File: src/verilog/sram_pkg.sv
package sram_pkg;

    ////////////////////////////////////////
    // Array geometry
    ////////////////////////////////////////

    // Access ports, each with its own write queue
    localparam int NUM_PORTS = 4;

    // Interleaved banks, picked by the low address bits
    localparam int NUM_BANKS = 4;
    localparam int BANK_W = 2;

    // Word index inside one bank
    localparam int INDEX_W = 9;
    localparam int BANK_WORDS = 2 ** INDEX_W;

    // Port word address, 2048 words in total
    localparam int ADDR_W = INDEX_W + BANK_W;

    // Data word
    localparam int DATA_W = 32;

    ////////////////////////////////////////
    // Address word
    ////////////////////////////////////////

    // Same bits seen two ways.
    // The flat view is what the ports hand in and the queues store;
    // the fields view is what the arbiter and the read muxes decode.
    // Consecutive word addresses land in consecutive banks
    typedef union packed {
        logic [ADDR_W-1:0] flat;
        struct packed {
            logic [INDEX_W-1:0] index;
            logic [BANK_W-1:0]  bank;
        } fields;
    } sram_addr_u;

endpackage

File: src/verilog/write_head_if.sv
`timescale 1ns/10ps

interface write_head_if;

    // Head of one port's write queue
    logic valid;
    sram_pkg::sram_addr_u addr;
    logic [sram_pkg::DATA_W-1:0] data;

    // Head consumed at the next rising edge
    logic pop;

    modport queue_side (
        output valid,
        output addr,
        output data,
        input  pop
    );

    modport arbiter_side (
        input  valid,
        input  addr,
        input  data,
        output pop
    );

endinterface

File: src/verilog/write_queue.sv
`timescale 1ns/10ps

module write_queue #(
    parameter int QUEUE_DEPTH = 8
) (
    input logic clk,
    input logic reset,
    input logic we,
    input sram_pkg::sram_addr_u addr,
    input logic [sram_pkg::DATA_W-1:0] wd,
    write_head_if.queue_side head
);

    localparam int PTR_W = $clog2(QUEUE_DEPTH);
    localparam logic [PTR_W:0] FULL_COUNT = (PTR_W + 1)'(QUEUE_DEPTH);

    // Entry storage
    logic [sram_pkg::ADDR_W-1:0] addr_mem [QUEUE_DEPTH];
    logic [sram_pkg::DATA_W-1:0] data_mem [QUEUE_DEPTH];

    logic [PTR_W-1:0] wr_ptr;
    logic [PTR_W-1:0] rd_ptr;
    logic [PTR_W:0]   count;

    logic full;
    logic push;
    logic pop;

    assign full = (count == FULL_COUNT);
    assign pop = head.pop;

    // A slot freed by a pop in the same cycle can take the new entry.
    // Otherwise a strobe into a full queue is dropped
    assign push = we && (!full || pop);

    ////////////////////////////////////////
    // Pointers and fill level
    ////////////////////////////////////////

    always_ff @(posedge clk or posedge reset) begin
        if (reset) begin
            wr_ptr <= '0;
            rd_ptr <= '0;
            count <= '0;
        end else begin
            if (push) begin
                wr_ptr <= wr_ptr + 1'b1;
            end
            if (pop) begin
                rd_ptr <= rd_ptr + 1'b1;
            end
            count <= count + {{PTR_W{1'b0}}, push} - {{PTR_W{1'b0}}, pop};
        end
    end

    always_ff @(posedge clk) begin
        if (push) begin
            addr_mem[wr_ptr] <= addr.flat;
            data_mem[wr_ptr] <= wd;
        end
    end

    ////////////////////////////////////////
    // Head presented to the arbiter
    ////////////////////////////////////////

    // Oldest entry, valid right after the edge that stored it
    assign head.valid = (count != '0);
    assign head.addr.flat = addr_mem[rd_ptr];
    assign head.data = data_mem[rd_ptr];

endmodule

File: src/flat_wrapper.sv
// flat-port wrapper written by rule: the top's interface ports become plain ports
module write_queue_flat 
#(
    parameter int QUEUE_DEPTH = 8
)
  (clk, reset, we, addr, wd, head_valid, head_addr, head_data, head_pop);
  write_head_if head_i ();
  input logic clk;
  input logic reset;
  input logic we;
  input sram_pkg::sram_addr_u addr;
  input logic [sram_pkg::DATA_W-1:0] wd;
  output wire logic [$bits(head_i.valid)-1:0] head_valid;
  output wire logic [$bits(head_i.addr)-1:0] head_addr;
  output wire logic [$bits(head_i.data)-1:0] head_data;
  input wire logic [$bits(head_i.pop)-1:0] head_pop;
  assign head_valid = head_i.valid;
  assign head_addr = head_i.addr;
  assign head_data = head_i.data;
  assign head_i.pop = head_pop;
  write_queue #(.QUEUE_DEPTH(QUEUE_DEPTH)) u_core (.clk(clk), .reset(reset), .we(we), .addr(addr), .wd(wd), .head(head_i));
endmodule
File: config.mk
export PLATFORM = sky130hd
export DESIGN_NAME = write_queue_flat
export DESIGN_NICKNAME = d
export VERILOG_FILES = /design/src/verilog/sram_pkg.sv /design/src/verilog/write_head_if.sv /design/src/verilog/write_queue.sv /design/src/flat_wrapper.sv
export SDC_FILE = /design/constraint.sdc
export NUM_CORES = 1
export LEC_CHECK = 0
export ABC_AREA = 1
export BUFFER_PORTS_ARGS = -buffer_cell sky130_fd_sc_hd__buf_2
export CORE_MARGIN = 2
export CORE_UTILIZATION = 31
export DETAILED_ROUTE_END_ITERATION = 8
export HOLD_SLACK_MARGIN = 0.05
export MAX_ROUTING_LAYER = met4
export PLACE_DENSITY = 0.55
export RECOVER_POWER = 100
export SYNTH_ARGS = -nofsm -noshare
export SYNTH_HDL_FRONTEND = slang
export SYNTH_SLANG_ARGS = --single-unit
File: constraint.sdc
create_clock -name clk -period 7.3 [get_ports clk]
set_input_delay 0.365 -clock clk [delete_from_list [all_inputs] [get_ports clk]]
set_output_delay 0.365 -clock clk [all_outputs]
set_load 0.02 [all_outputs]
After elaboration in Yosys (flattened, before gate mapping)
Memory sizes are Yosys's and may differ from the RTL's.
Cells that the tools add are included.
Storage, ports and cells
  flip-flop bits (word level): 10
  bits in writable memories: 344
  input port bits: 47
  output and inout bits: 44
  logic and storage cells: 16
  memories: 2
Cells by class
  add/subtract/negate cells: 4
  equality and inequality tests: 1
  multiplexer cells: 2
  reduce and logical (&&, ||, !) cells: 4
Memories
  u_core.data_mem: words 8, bits a word 32, read ports 1, clocked after memory_dff 0, write ports 1, RTL line write_queue.sv:19  | logic [sram_pkg::DATA_W-1:0] data_mem [QUEUE_DEPTH];
  u_core.addr_mem: words 8, bits a word 11, read ports 1, clocked after memory_dff 0, write ports 1, RTL line write_queue.sv:18  | logic [sram_pkg::ADDR_W-1:0] addr_mem [QUEUE_DEPTH];
Operators with widths (number)
  $add A3 B1 Y3 const B: 2
  $add A4 B1 Y4: 1
  $eq A4 B4 Y1 const B: 1
  $reduce_bool A4 Y1: 1
  $sub A4 B1 Y4: 1
  $mux W1: 2
  $logic_and A1 B1 Y1: 1
  $logic_not A1 Y1: 1
  $logic_or A1 B1 Y1: 1

Longest topological paths before layout
Gate-level depths: netlist of the first run.
  depth after elaboration: 6
  gate-level depth with buffers: 9
  mapped depth without buffers: 9

Worst setup path after synthesis of the first run
Ideal clock, no wire load.
  path type: register to register
  start point: register u_core.count[2]
  end point: memory u_core.addr_mem[5][0] (netlist bit), enable pin
  library setup time: 0.497 ns
  data arrival time: 3.750 ns
  data required time: 6.803 ns
  path slack: 3.053 ns
  stages on the path, launching flop included: 6
  buffers on the path: 0
  period minus slack after synthesis: 4.247 ns
  cell sequence: dfrtp_1 inv_1 ha_1 nand3_1 nand2_1 nor3_1
Between the ends
  cells in the longest elaborated chain, start to end: 6
Ends and longest elaborated chain
  start, declared: RTL line write_queue.sv:23  | logic [PTR_W:0] count;
  start signal, assigned: RTL line write_queue.sv:52  | count <= count + {{PTR_W{1'b0}}, push} - {{PTR_W{1'b0}}, pop};
  $eq A4 B4 Y1: RTL line write_queue.sv:29  | assign full = (count == FULL_COUNT);
  $logic_not A1 Y1: RTL line write_queue.sv:34  | assign push = we && (!full || pop);
  $logic_or A1 B1 Y1: RTL line write_queue.sv:34
  $logic_and A1 B1 Y1: RTL line write_queue.sv:34
  $mux W1: RTL line write_queue.sv:57  | if (push) begin
  $mux W1 (implied by the code): RTL line write_queue.sv:58  | addr_mem[wr_ptr] <= addr.flat;
  end, declared: RTL line write_queue.sv:18
Every way passes these cells.

Worst setup path in the final report of the first run
  start point: register u_core.rd_ptr[1]
  end point: output port head_data[25]
Between the ends
  cells in the longest elaborated chain, start to end: 1
Ends and longest elaborated chain
  start, declared: RTL line write_queue.sv:22  | logic [PTR_W-1:0] rd_ptr;
  start signal, assigned: RTL line write_queue.sv:50  | rd_ptr <= rd_ptr + 1'b1;
  $mem_v2 Z8 W32
  end, declared: RTL line flat_wrapper.sv:15  | output wire logic [$bits(head_i.data)-1:0] head_data;
Every way passes these cells.

==> impl_metrics.tcl, run 1 <==
set metrics [dict create \
    synth_common_cells "nand2_1, inv_1, edfxtp_1" \
    dr.pass1.iters 5 \
    synth_cell_type_count 19 \
    die_w_um 227.5 \
    ir_drop_uv 225.6 \
    track_usage 0.1414 \
    avgSynthCellArea_um2 9.949 \
    fmax_mhz 197.3 \
    rsz0062_at_grt "no" \
    die-area_mm2 0.05177 \
    critPathMaxFanout 45 \
    drc 0 \
    fin_crit_sh 0.6942 \
    post_drt_via_cell_ratio 4.223 \
    grt_pass1_vias 9417 \
    ys.flop_type "edfxtp_1" \
    first_iter_violations 585 \
    synth_top_area_frac 0.6669 \
    cts_resized 0 \
    power_density_mw_per_mm2 392.1 \
    fillers 4913 \
    yosys_warnings 0 \
    clock_latency_ns 0.54 \
    p_leak_nw 7.888 \
    dp_hpwl_um 17730 \
    drt-total-wl_um 34880 \
    fin_skew_ns 0.01684 \
    grt_max_degree 114 \
    relSlewSlack -1.321 \
    synthArstFlopShare 0.02825 \
    synth_seq_cells 354 \
    finalNetCount 1695 \
    grt_pass1_wl_um 54080 \
    hold_class "input pin to flop" \
    antenna_found_initial 2 \
    whs_ns 0.1238 \
    startpoint_type "flop" \
    final_antenna_net_count 0 \
    rows 81 \
    multi_input_area_mm2 0.003263 \
    numCtsBuffers 40 \
    die-height_um 227.5 \
    period_needed_ns 5.068 \
    hold_depth 2 \
    finalSetupViolCount 0 \
    yosysMostFrequentCell "nand2_1" \
    required_ns 6.93 \
    initial_core_util 0.3151 \
    h-tree-depth 2 \
    core_area_mm2 0.04915 \
    cts_root_buffer "clkbuf_16" \
    synth.largest_area_cell "edfxtp_1" \
    yosysSeqAreaShare 0.6830 \
    drive_gt1_frac 0.03962 \
    synth_fp_nets 1613 \
    power_mw 6.933 \
    synth_area_leaders "edfxtp_1, nand2_1, inv_1, nand3_1, dfrtp_1" \
    synth_edf_count 344 \
    drv_cap 10 \
    failed_checks "capacitance limit, slew limit" \
    avgRoutedWirePerCell_um 14.96 \
    crit_path_end_kind "output port" \
    worst-setup-path-type "flop to output port" \
    hold_viol_final 0 \
    seq_area_mm2 0.01059 \
    place.port_buffers 90 \
    arrival_ns 4.70 \
    rr_worst_depth 6 \
    cts_setup_buffers 0 \
    grt_overflow 0 \
    fin_setup_tns_ns 0 \
    cts_tree "done" \
    area_delta_synth_final_pct 14.14 \
    place.gp.congestion 0.7181 \
    fin_util 0.3597 \
    vias 9847 \
    status "finished, violations left" \
    io_pins 91 \
    cts_num_sinks 354 \
    syn-cell-area_mm2 0.01549 \
    slew_viol_final 412 \
    clkTransAtPathRegs_ns 0.06 \
    clockBufferDepth 3 \
    placed_cell_area_mm2 0.01664 \
    tightest_slew_ns 3.481 \
    final_area_mm2 0.01768 \
    synthCells 1557 \
]
[area by class of cell]
class,instances,area share
flip-flops and latches,354,0.5987
multi-input cells,775,0.1846
inverters,363,0.07721
clock buffers,54,0.06079
well taps,664,0.04699
repair buffers,105,0.02427
clock inverters,15,0.007218
diodes,2,0.0002831
[cells in the final DEF, fill, tap and decap left out]
master / synthesis / routed
nand2_1: 574 / 574
inv_1: 360 / 361
edfxtp_1: 344 / 344
nand3_1: 175 / 175
clkbuf_1: 21 / 106
clkbuf_16: 0 / 41
ha_1: 8 / 8
dfrtp_1: 10 / 8
clkinv_1: 1 / 7
buf_4: 2 / 6
buf_2: 38 / 5
nor3_1: 4 / 4
xor2_1: 3 / 3
nor2_1: 5 / 3
clkinv_2: 0 / 3
diode_2: 0 / 2
o21ai_0: 2 / 2
xnor2_1: 2 / 2
nor2_4: 0 / 2
inv_6: 0 / 2
bufinv_16: 0 / 2
inv_4: 0 / 1
inv_2: 2 / 1
a21oi_1: 1 / 1
fa_1: 1 / 1
clkinv_4: 0 / 1
dlygate4sd3_1: 0 / 1
dfrtp_4: 0 / 1
dfrtp_2: 0 / 1
[logic make-up (layout without fill, tap and decap cells)]
group                    count (synthesis)  after routing  synth area share
AO/OA/AOI/OAI                            3              3         0.0009690
XOR/XNOR                                 5              5          0.002828
other                                    0              2                 0
AND/OR/NAND/NOR                        758            758            0.1981
flip-flops                             354            354            0.6830
adder cells (fa/ha/maj)                  9              9          0.007755
buffers and inverters                  428            537            0.1073
[critical path, cell delays in order, from the launching register on]
cell and delay [ns]:
dfrtp_1 1.44, inv_1 1.38, buf_4 0.67, nand3_1 0.18, nand2_1 0.06, nand2_1 0.06, nand2_1 0.12, clkbuf_1 0.19
[worst paths after layout]
path	startpoint	endpoint	slack, ns
min in group asynchronous	reset	u_core.rd_ptr[0]	0.37
setup reg to reg	u_core.count[2]	u_core.data_mem[5][11]	2.96
hold / removal	head_pop	u_core.rd_ptr[0]	0.12
hold reg to reg	u_core.wr_ptr[0]	u_core.wr_ptr[0]	0.51
max in group asynchronous	reset	u_core.rd_ptr[0]	6.61
setup / recovery	u_core.rd_ptr[1]	head_data[25]	2.23
[sequential cells by signal (all words and copies together) (netlist names)]
signal           cells
u_core.rd_ptr        3
u_core.wr_ptr        3
u_core.count         4
u_core.data_mem    256
u_core.addr_mem     88
[where the power goes]
group          total [mW]  internal, mW  switching [mW]
clock                1.86          1.10           0.760
combinational        2.38         0.635            1.74
sequential           2.70          2.53           0.167
total                6.93          4.26            2.67
[metal layers]
| metal | vias to the layer above | part of all wire | track usage |
|---|---|---|---|
| met3 | 52 | 0.046 | 0.02414 |
| met1 | 4616 | 0.44 | 0.1739 |
| met4 | 0 | 0.021 | 0.03732 |
| met2 | 193 | 0.49 | 0.2410 |
| met5 | - | 0 | - |
| li1 | 4986 | - | - |
[metrics by stage]
stage | std cells | setup WS (ns)
finish | 2332 | 2.232
detailed placement | 2260 | 3.762
global placement | 2260 | 3.772
CTS | 2330 | 3.156
global route | 2332 | 1.844
floorplan | 1557 | 3.053
[what timing repair did]
action / 4_1_cts / 5_1_grt
endpoints found under the hold margin: 10 / 0
endpoints found under the setup margin: 0 / 0
hold buffers: 1 / 0
(Power assumes the default switching activity.)
==> run 2: changes to the inputs <==
- clock period: 7.3 -> 5.3 ns (I/O delays scaled with it)
==> impl_metrics.tcl, run 2 (synthesized netlist as in run 1, its figures left out) <==
set metrics [dict create \
    status "finished, violations left" \
    failed_checks "capacitance limit, slew limit" \
    crit_path_top_delay_cell "nor2_1" \
    hold_viol_final 0 \
    grt_pass1_wl_um 56630 \
    drc 0 \
    relSlewSlack -1.397 \
    cts_num_sinks 354 \
    grt_max_degree 97 \
    finalSetupViolCount 0 \
    final_antenna_net_count 0 \
    finalNetCount 1744 \
    ir_drop_uv 329.1 \
    crit_chain "inv_1 -> ha_1 -> nand3_1 -> nand3_1 -> nor2_1 -> buf_4" \
    numCtsBuffers 39 \
    regMostFlops "u_core.data_mem" \
    cpPeakStageDelay_ns 2.29 \
    critPathMaxFanout 27 \
    cts_root_buffer "clkbuf_16" \
    final_area_mm2 0.01813 \
    crit_path_end_kind "flop" \
    track_usage 0.1481 \
    largest_reg_flops 256 \
    cts_tree "done" \
    arrival_ns 4.43 \
    area_delta_synth_final_pct 17.06 \
    avgRoutedWirePerCell_um 15.35 \
    vias 10152 \
    clkTransAtPathRegs_ns 0.06 \
    core_area_mm2 0.04915 \
    die-height_um 227.5 \
    most-common-layout-cells "nand2_1, inv_1, edfxtp_1, nand3_1, clkbuf_1" \
    rows 81 \
    io_pins 91 \
    required_ns 5.50 \
    dr.pass1.iters 6 \
    fin_crit_sh 0.7997 \
    top_regs "u_core.data_mem x256, u_core.addr_mem x88, u_core.count x4" \
    grt_overflow 0 \
    post_drt_via_cell_ratio 4.260 \
    final_common_cell "nand2_1" \
    drv_cap 9 \
    dp_hpwl_um 19550 \
    power_density_mw_per_mm2 527.1 \
    min_to "u_core.wr_ptr[0]" \
    rr_worst_depth 6 \
    rsz0062_at_grt "no" \
    first_iter_violations 700 \
    worst-setup-path-type "flop to flop" \
    p_leak_nw 8.085 \
    hold_class "input pin to flop" \
    cts_resized 0 \
    drive_gt1_frac 0.04948 \
    die_w_um 227.5 \
    fmax_mhz 235.9 \
    fin_util 0.3689 \
    drt-total-wl_um 36590 \
    fin_skew_ns 0.01688 \
    tightest_slew_ns 3.595 \
    r2r-start "u_core.count[2]" \
    placed_cell_area_mm2 0.01668 \
    grt_pass1_vias 10063 \
    fillers 4911 \
    rr_endpoint "u_core.data_mem[4][6]" \
    path_buf_inv 2 \
    place.gp.congestion 0.7155 \
    antenna_found_initial 1 \
    die-area_mm2 0.05177 \
    period_needed_ns 4.238 \
    hold_depth 4 \
    fin_setup_tns_ns 0 \
    clock_latency_ns 0.54 \
    h-tree-depth 2 \
    place.port_buffers 90 \
    startpoint_type "flop" \
    initial_core_util 0.3151 \
    crit_top_cell "nand3_1" \
    hold_path_startpoint "we" \
    clockBufferDepth 3 \
    cp_top_family "simple AND/OR/NAND/NOR gates" \
    slew_viol_final 321 \
    regToRegSetupSlack_ns 1.06 \
]
run 2: how the worst max path moves through the flow:
stage / from / slack (ns) / end / cells past startpoint
after floorplan: u_core.count[2] / 1.05 / u_core.addr_mem[5][0] / 5
after global placement: u_core.rd_ptr[0] / 2.30 / head_addr[3] / 7
after detailed placement: u_core.rd_ptr[0] / 2.27 / head_data[7] / 7
after CTS: u_core.rd_ptr[0] / 1.67 / head_data[7] / 7
after global routing: u_core.count[2] / 0.72 / u_core.data_mem[4][6] / 6
final: u_core.count[2] / 1.06 / u_core.data_mem[4][6] / 6
run 2: what timing repair did:
action,CTS,global route
hold endpoints to repair,356,0
hold buffers,45,0
buffers inserted,0,0
run 2: layer usage:
metal | vias to the layer above | global-route usage | routed length (um)
met3 | 52 | 0.02246 | 1424
met2 | 182 | 0.2526 | 17750
met1 | 4823 | 0.1849 | 16730
li1 | 5095 | - | -
met5 | - | - | 0
met4 | 0 | 0.03626 | 683
run 2: worst reg2reg max path, stage by stage (launching register included):
cell	delay, ns
dfrtp_1	0.32
inv_1	0.07
ha_1	0.20
nand3_1	0.09
nand3_1	0.30
nor2_1	2.29
buf_4	0.62
run 2: cell type report:
cell class,instances,area [um^2],share of cell area
Clock buffer,47,1027,0.05665
Multi-Input combinational cell,775,3271,0.1804
Sequential cell,354,10590,0.5840
Tap cell,664,830.8,0.04582
Timing Repair Buffer,155,907.1,0.05003
Clock inverter,24,140.1,0.007728
Inverter,363,1365,0.07528
Antenna cell,1,2.502,0.0001380
run 2: power by group:
| part | switching [mW] | internal [mW] | leakage, nW | total [mW] |
|---|---|---|---|---|
| Clock | 1.10 | 1.39 | 0.567 | 2.49 |
| Combinational | 2.46 | 0.911 | 4.28 | 3.37 |
| Sequential | 0.219 | 3.47 | 3.24 | 3.69 |
| Total | 3.78 | 5.78 | 8.08 | 9.56 |
run 2: stage by stage:
| step | hold slack [ns] | setup WS [ns] | power (mW) | cells |
|---|---|---|---|---|
| finish | 0.2123 | 1.062 | 9.558 | 2383 |
| global route | 0.2359 | 0.7197 | 10.25 | 2383 |
| CTS | 0.2341 | 1.666 | 9.792 | 2382 |
| detailed placement | 0.2794 | 2.274 | 7.247 | 2266 |
| global placement | 0.2886 | 2.296 | 7.181 | 2266 |
| floorplan | 0.1052 | 1.053 | 6.054 | 1557 |
==> run 3: changes to the inputs <==
- PLACE_DENSITY: 0.55 -> 0.57
- clock period: 5.3 -> 3.5 ns (I/O delays scaled with it)
==> impl_metrics.tcl, run 3 (synthesized netlist as in run 1, its figures left out) <==
set metrics [dict create \
    status "finished, violations left" \
    failed_checks "capacitance limit, slew limit" \
    r2r-start "u_core.count[2]" \
    placed_cell_area_mm2 0.01674 \
    tightest_slew_ns 1.613 \
    grt_pass1_wl_um 55600 \
    period_needed_ns 2.895 \
    final_common_cell "nand2_1" \
    finalNetCount 1743 \
    cts_tree "done" \
    ir_drop_uv 939.9 \
    place.gp.congestion 0.7402 \
    startpoint "u_core.count[2]" \
    avgRoutedWirePerCell_um 14.71 \
    numCtsBuffers 40 \
    crit_path_end_kind "flop" \
    relSlewSlack -0.07550 \
    worst-setup-path-type "flop to flop" \
    core_area_mm2 0.04915 \
    power_density_mw_per_mm2 804.2 \
    cts_num_sinks 354 \
    fin_skew_ns 0.01407 \
    grt_max_degree 175 \
    cpPeakStageDelay_ns 1.11 \
    finalSetupViolCount 0 \
    dr_wl_met3_um 1482 \
    vias 10101 \
    grt_pass1_vias 10060 \
    io_pins 91 \
    first_iter_violations 488 \
    cts_setup_buffers 0 \
    critPathMaxFanout 20 \
    clkTransAtPathRegs_ns 0.06 \
    top_regs "u_core.data_mem x256, u_core.addr_mem x88, u_core.count x4" \
    cts_root_buffer "clkbuf_16" \
    die-height_um 227.5 \
    drive_gt1_frac 0.05193 \
    routed.top_layer "met4" \
    final_area_mm2 0.01827 \
    rsz0062_at_grt "no" \
    regToRegSetupSlack_ns 0.61 \
    fin_crit_sh 0.8271 \
    required_ns 3.69 \
    regMostFlops "u_core.data_mem" \
    clock_latency_ns 0.53 \
    place.port_buffers 90 \
    startpoint_type "flop" \
    post_drt_via_cell_ratio 4.246 \
    clockBufferDepth 3 \
    fillers 4871 \
    fin_setup_tns_ns 0 \
    crit_top_cell "nand3_1" \
    rows 81 \
    grt_overflow 0 \
    antenna_found_initial 1 \
    die_w_um 227.5 \
    hold_class "input pin to flop" \
    crit_end "u_core.data_mem[4][5]" \
    crit_chain "inv_1 -> ha_1 -> nand3_1 -> nand3_1 -> nor2_2 -> clkbuf_2" \
    dp_hpwl_um 18760 \
    track_usage 0.1436 \
    fin_util 0.3717 \
    hold_viol_final 0 \
    initial_core_util 0.3151 \
    h-tree-depth 2 \
    rr_endpoint "u_core.data_mem[4][5]" \
    cts_resized 0 \
    rr_worst_depth 6 \
    area_delta_synth_final_pct 17.96 \
    drv_cap 1 \
    drc 0 \
    die-area_mm2 0.05177 \
    arrival_ns 3.09 \
    dr.pass1.iters 4 \
    largest_reg_flops 256 \
    crit_path_top_delay_cell "nor2_2" \
    most-common-layout-cells "nand2_1, inv_1, edfxtp_1, nand3_1, clkbuf_1" \
    p_leak_nw 8.144 \
    fmax_mhz 345.5 \
    wl_met1_um 15390 \
    final_antenna_net_count 0 \
    drt-total-wl_um 34990 \
    slew_viol_final 44 \
    wl_met2_um 17550 \
]
[run 3: timing repair]
action                     in CTS  in global routing
hold buffers                   45                  0
setup endpoints to repair       0                  0
hold endpoints to repair      357                  0
[run 3: layout make-up]
class	instances	area (um^2)	share of cell area
Antenna cell	1	2.502	0.0001369
Sequential cell	354	10590	0.5795
Clock buffer	45	1020	0.05581
Inverter	363	1365	0.07471
Timing Repair Buffer	153	980.9	0.05368
Tap cell	664	830.8	0.04547
Clock inverter	24	221.5	0.01212
Multi-Input combinational cell	775	3263	0.1786
[run 3: worst min-delay path by stage]
stage,from,slack [ns],depth (start not counted),to
after CTS,reset,0.14,3,u_core.wr_ptr[2]
after floorplan,reset,0.02,1,u_core.count[0]
after global routing,we,0.16,4,u_core.wr_ptr[0]
after global placement,reset,0.17,2,u_core.count[2]
after detailed placement,reset,0.17,2,u_core.count[2]
final,we,0.13,4,u_core.wr_ptr[0]
[run 3: power breakdown]
| part | total [mW] | switching, mW | internal (mW) |
|---|---|---|---|
| Combinational | 5.31 | 3.89 | 1.42 |
| Clock | 4.00 | 1.68 | 2.32 |
| Sequential | 5.38 | 0.134 | 5.25 |
[run 3: metal layers]
layer | vias up | GRT usage
met5 | - | -
met4 | 0 | 0.03268
met3 | 46 | 0.02323
met2 | 168 | 0.2504
met1 | 4792 | 0.1746
li1 | 5095 | -
[run 3: worst max-delay path: cells and delay by family (launching register included)]
| kind | cells | cell delay (ns) |
|---|---|---|
| fa+ha+maj | 1 | 0.20 |
| buf+inv | 2 | 0.55 |
| flops | 1 | 0.33 |
| simple gates | 3 | 1.46 |
[run 3: per-stage QoR]
step | setup slack (ns) | hold WS (ns) | instances | total power [mW]
after detailed placement | 1.024 | 0.1741 | 2264 | 11.00
final | 0.6053 | 0.1318 | 2379 | 14.69
after global routing | 0.3282 | 0.1611 | 2379 | 15.73
after floorplan | -0.7468 | 0.01518 | 1557 | 9.168
after global placement | 1.083 | 0.1653 | 2264 | 10.90
after CTS | 0.6706 | 0.1442 | 2378 | 15.08
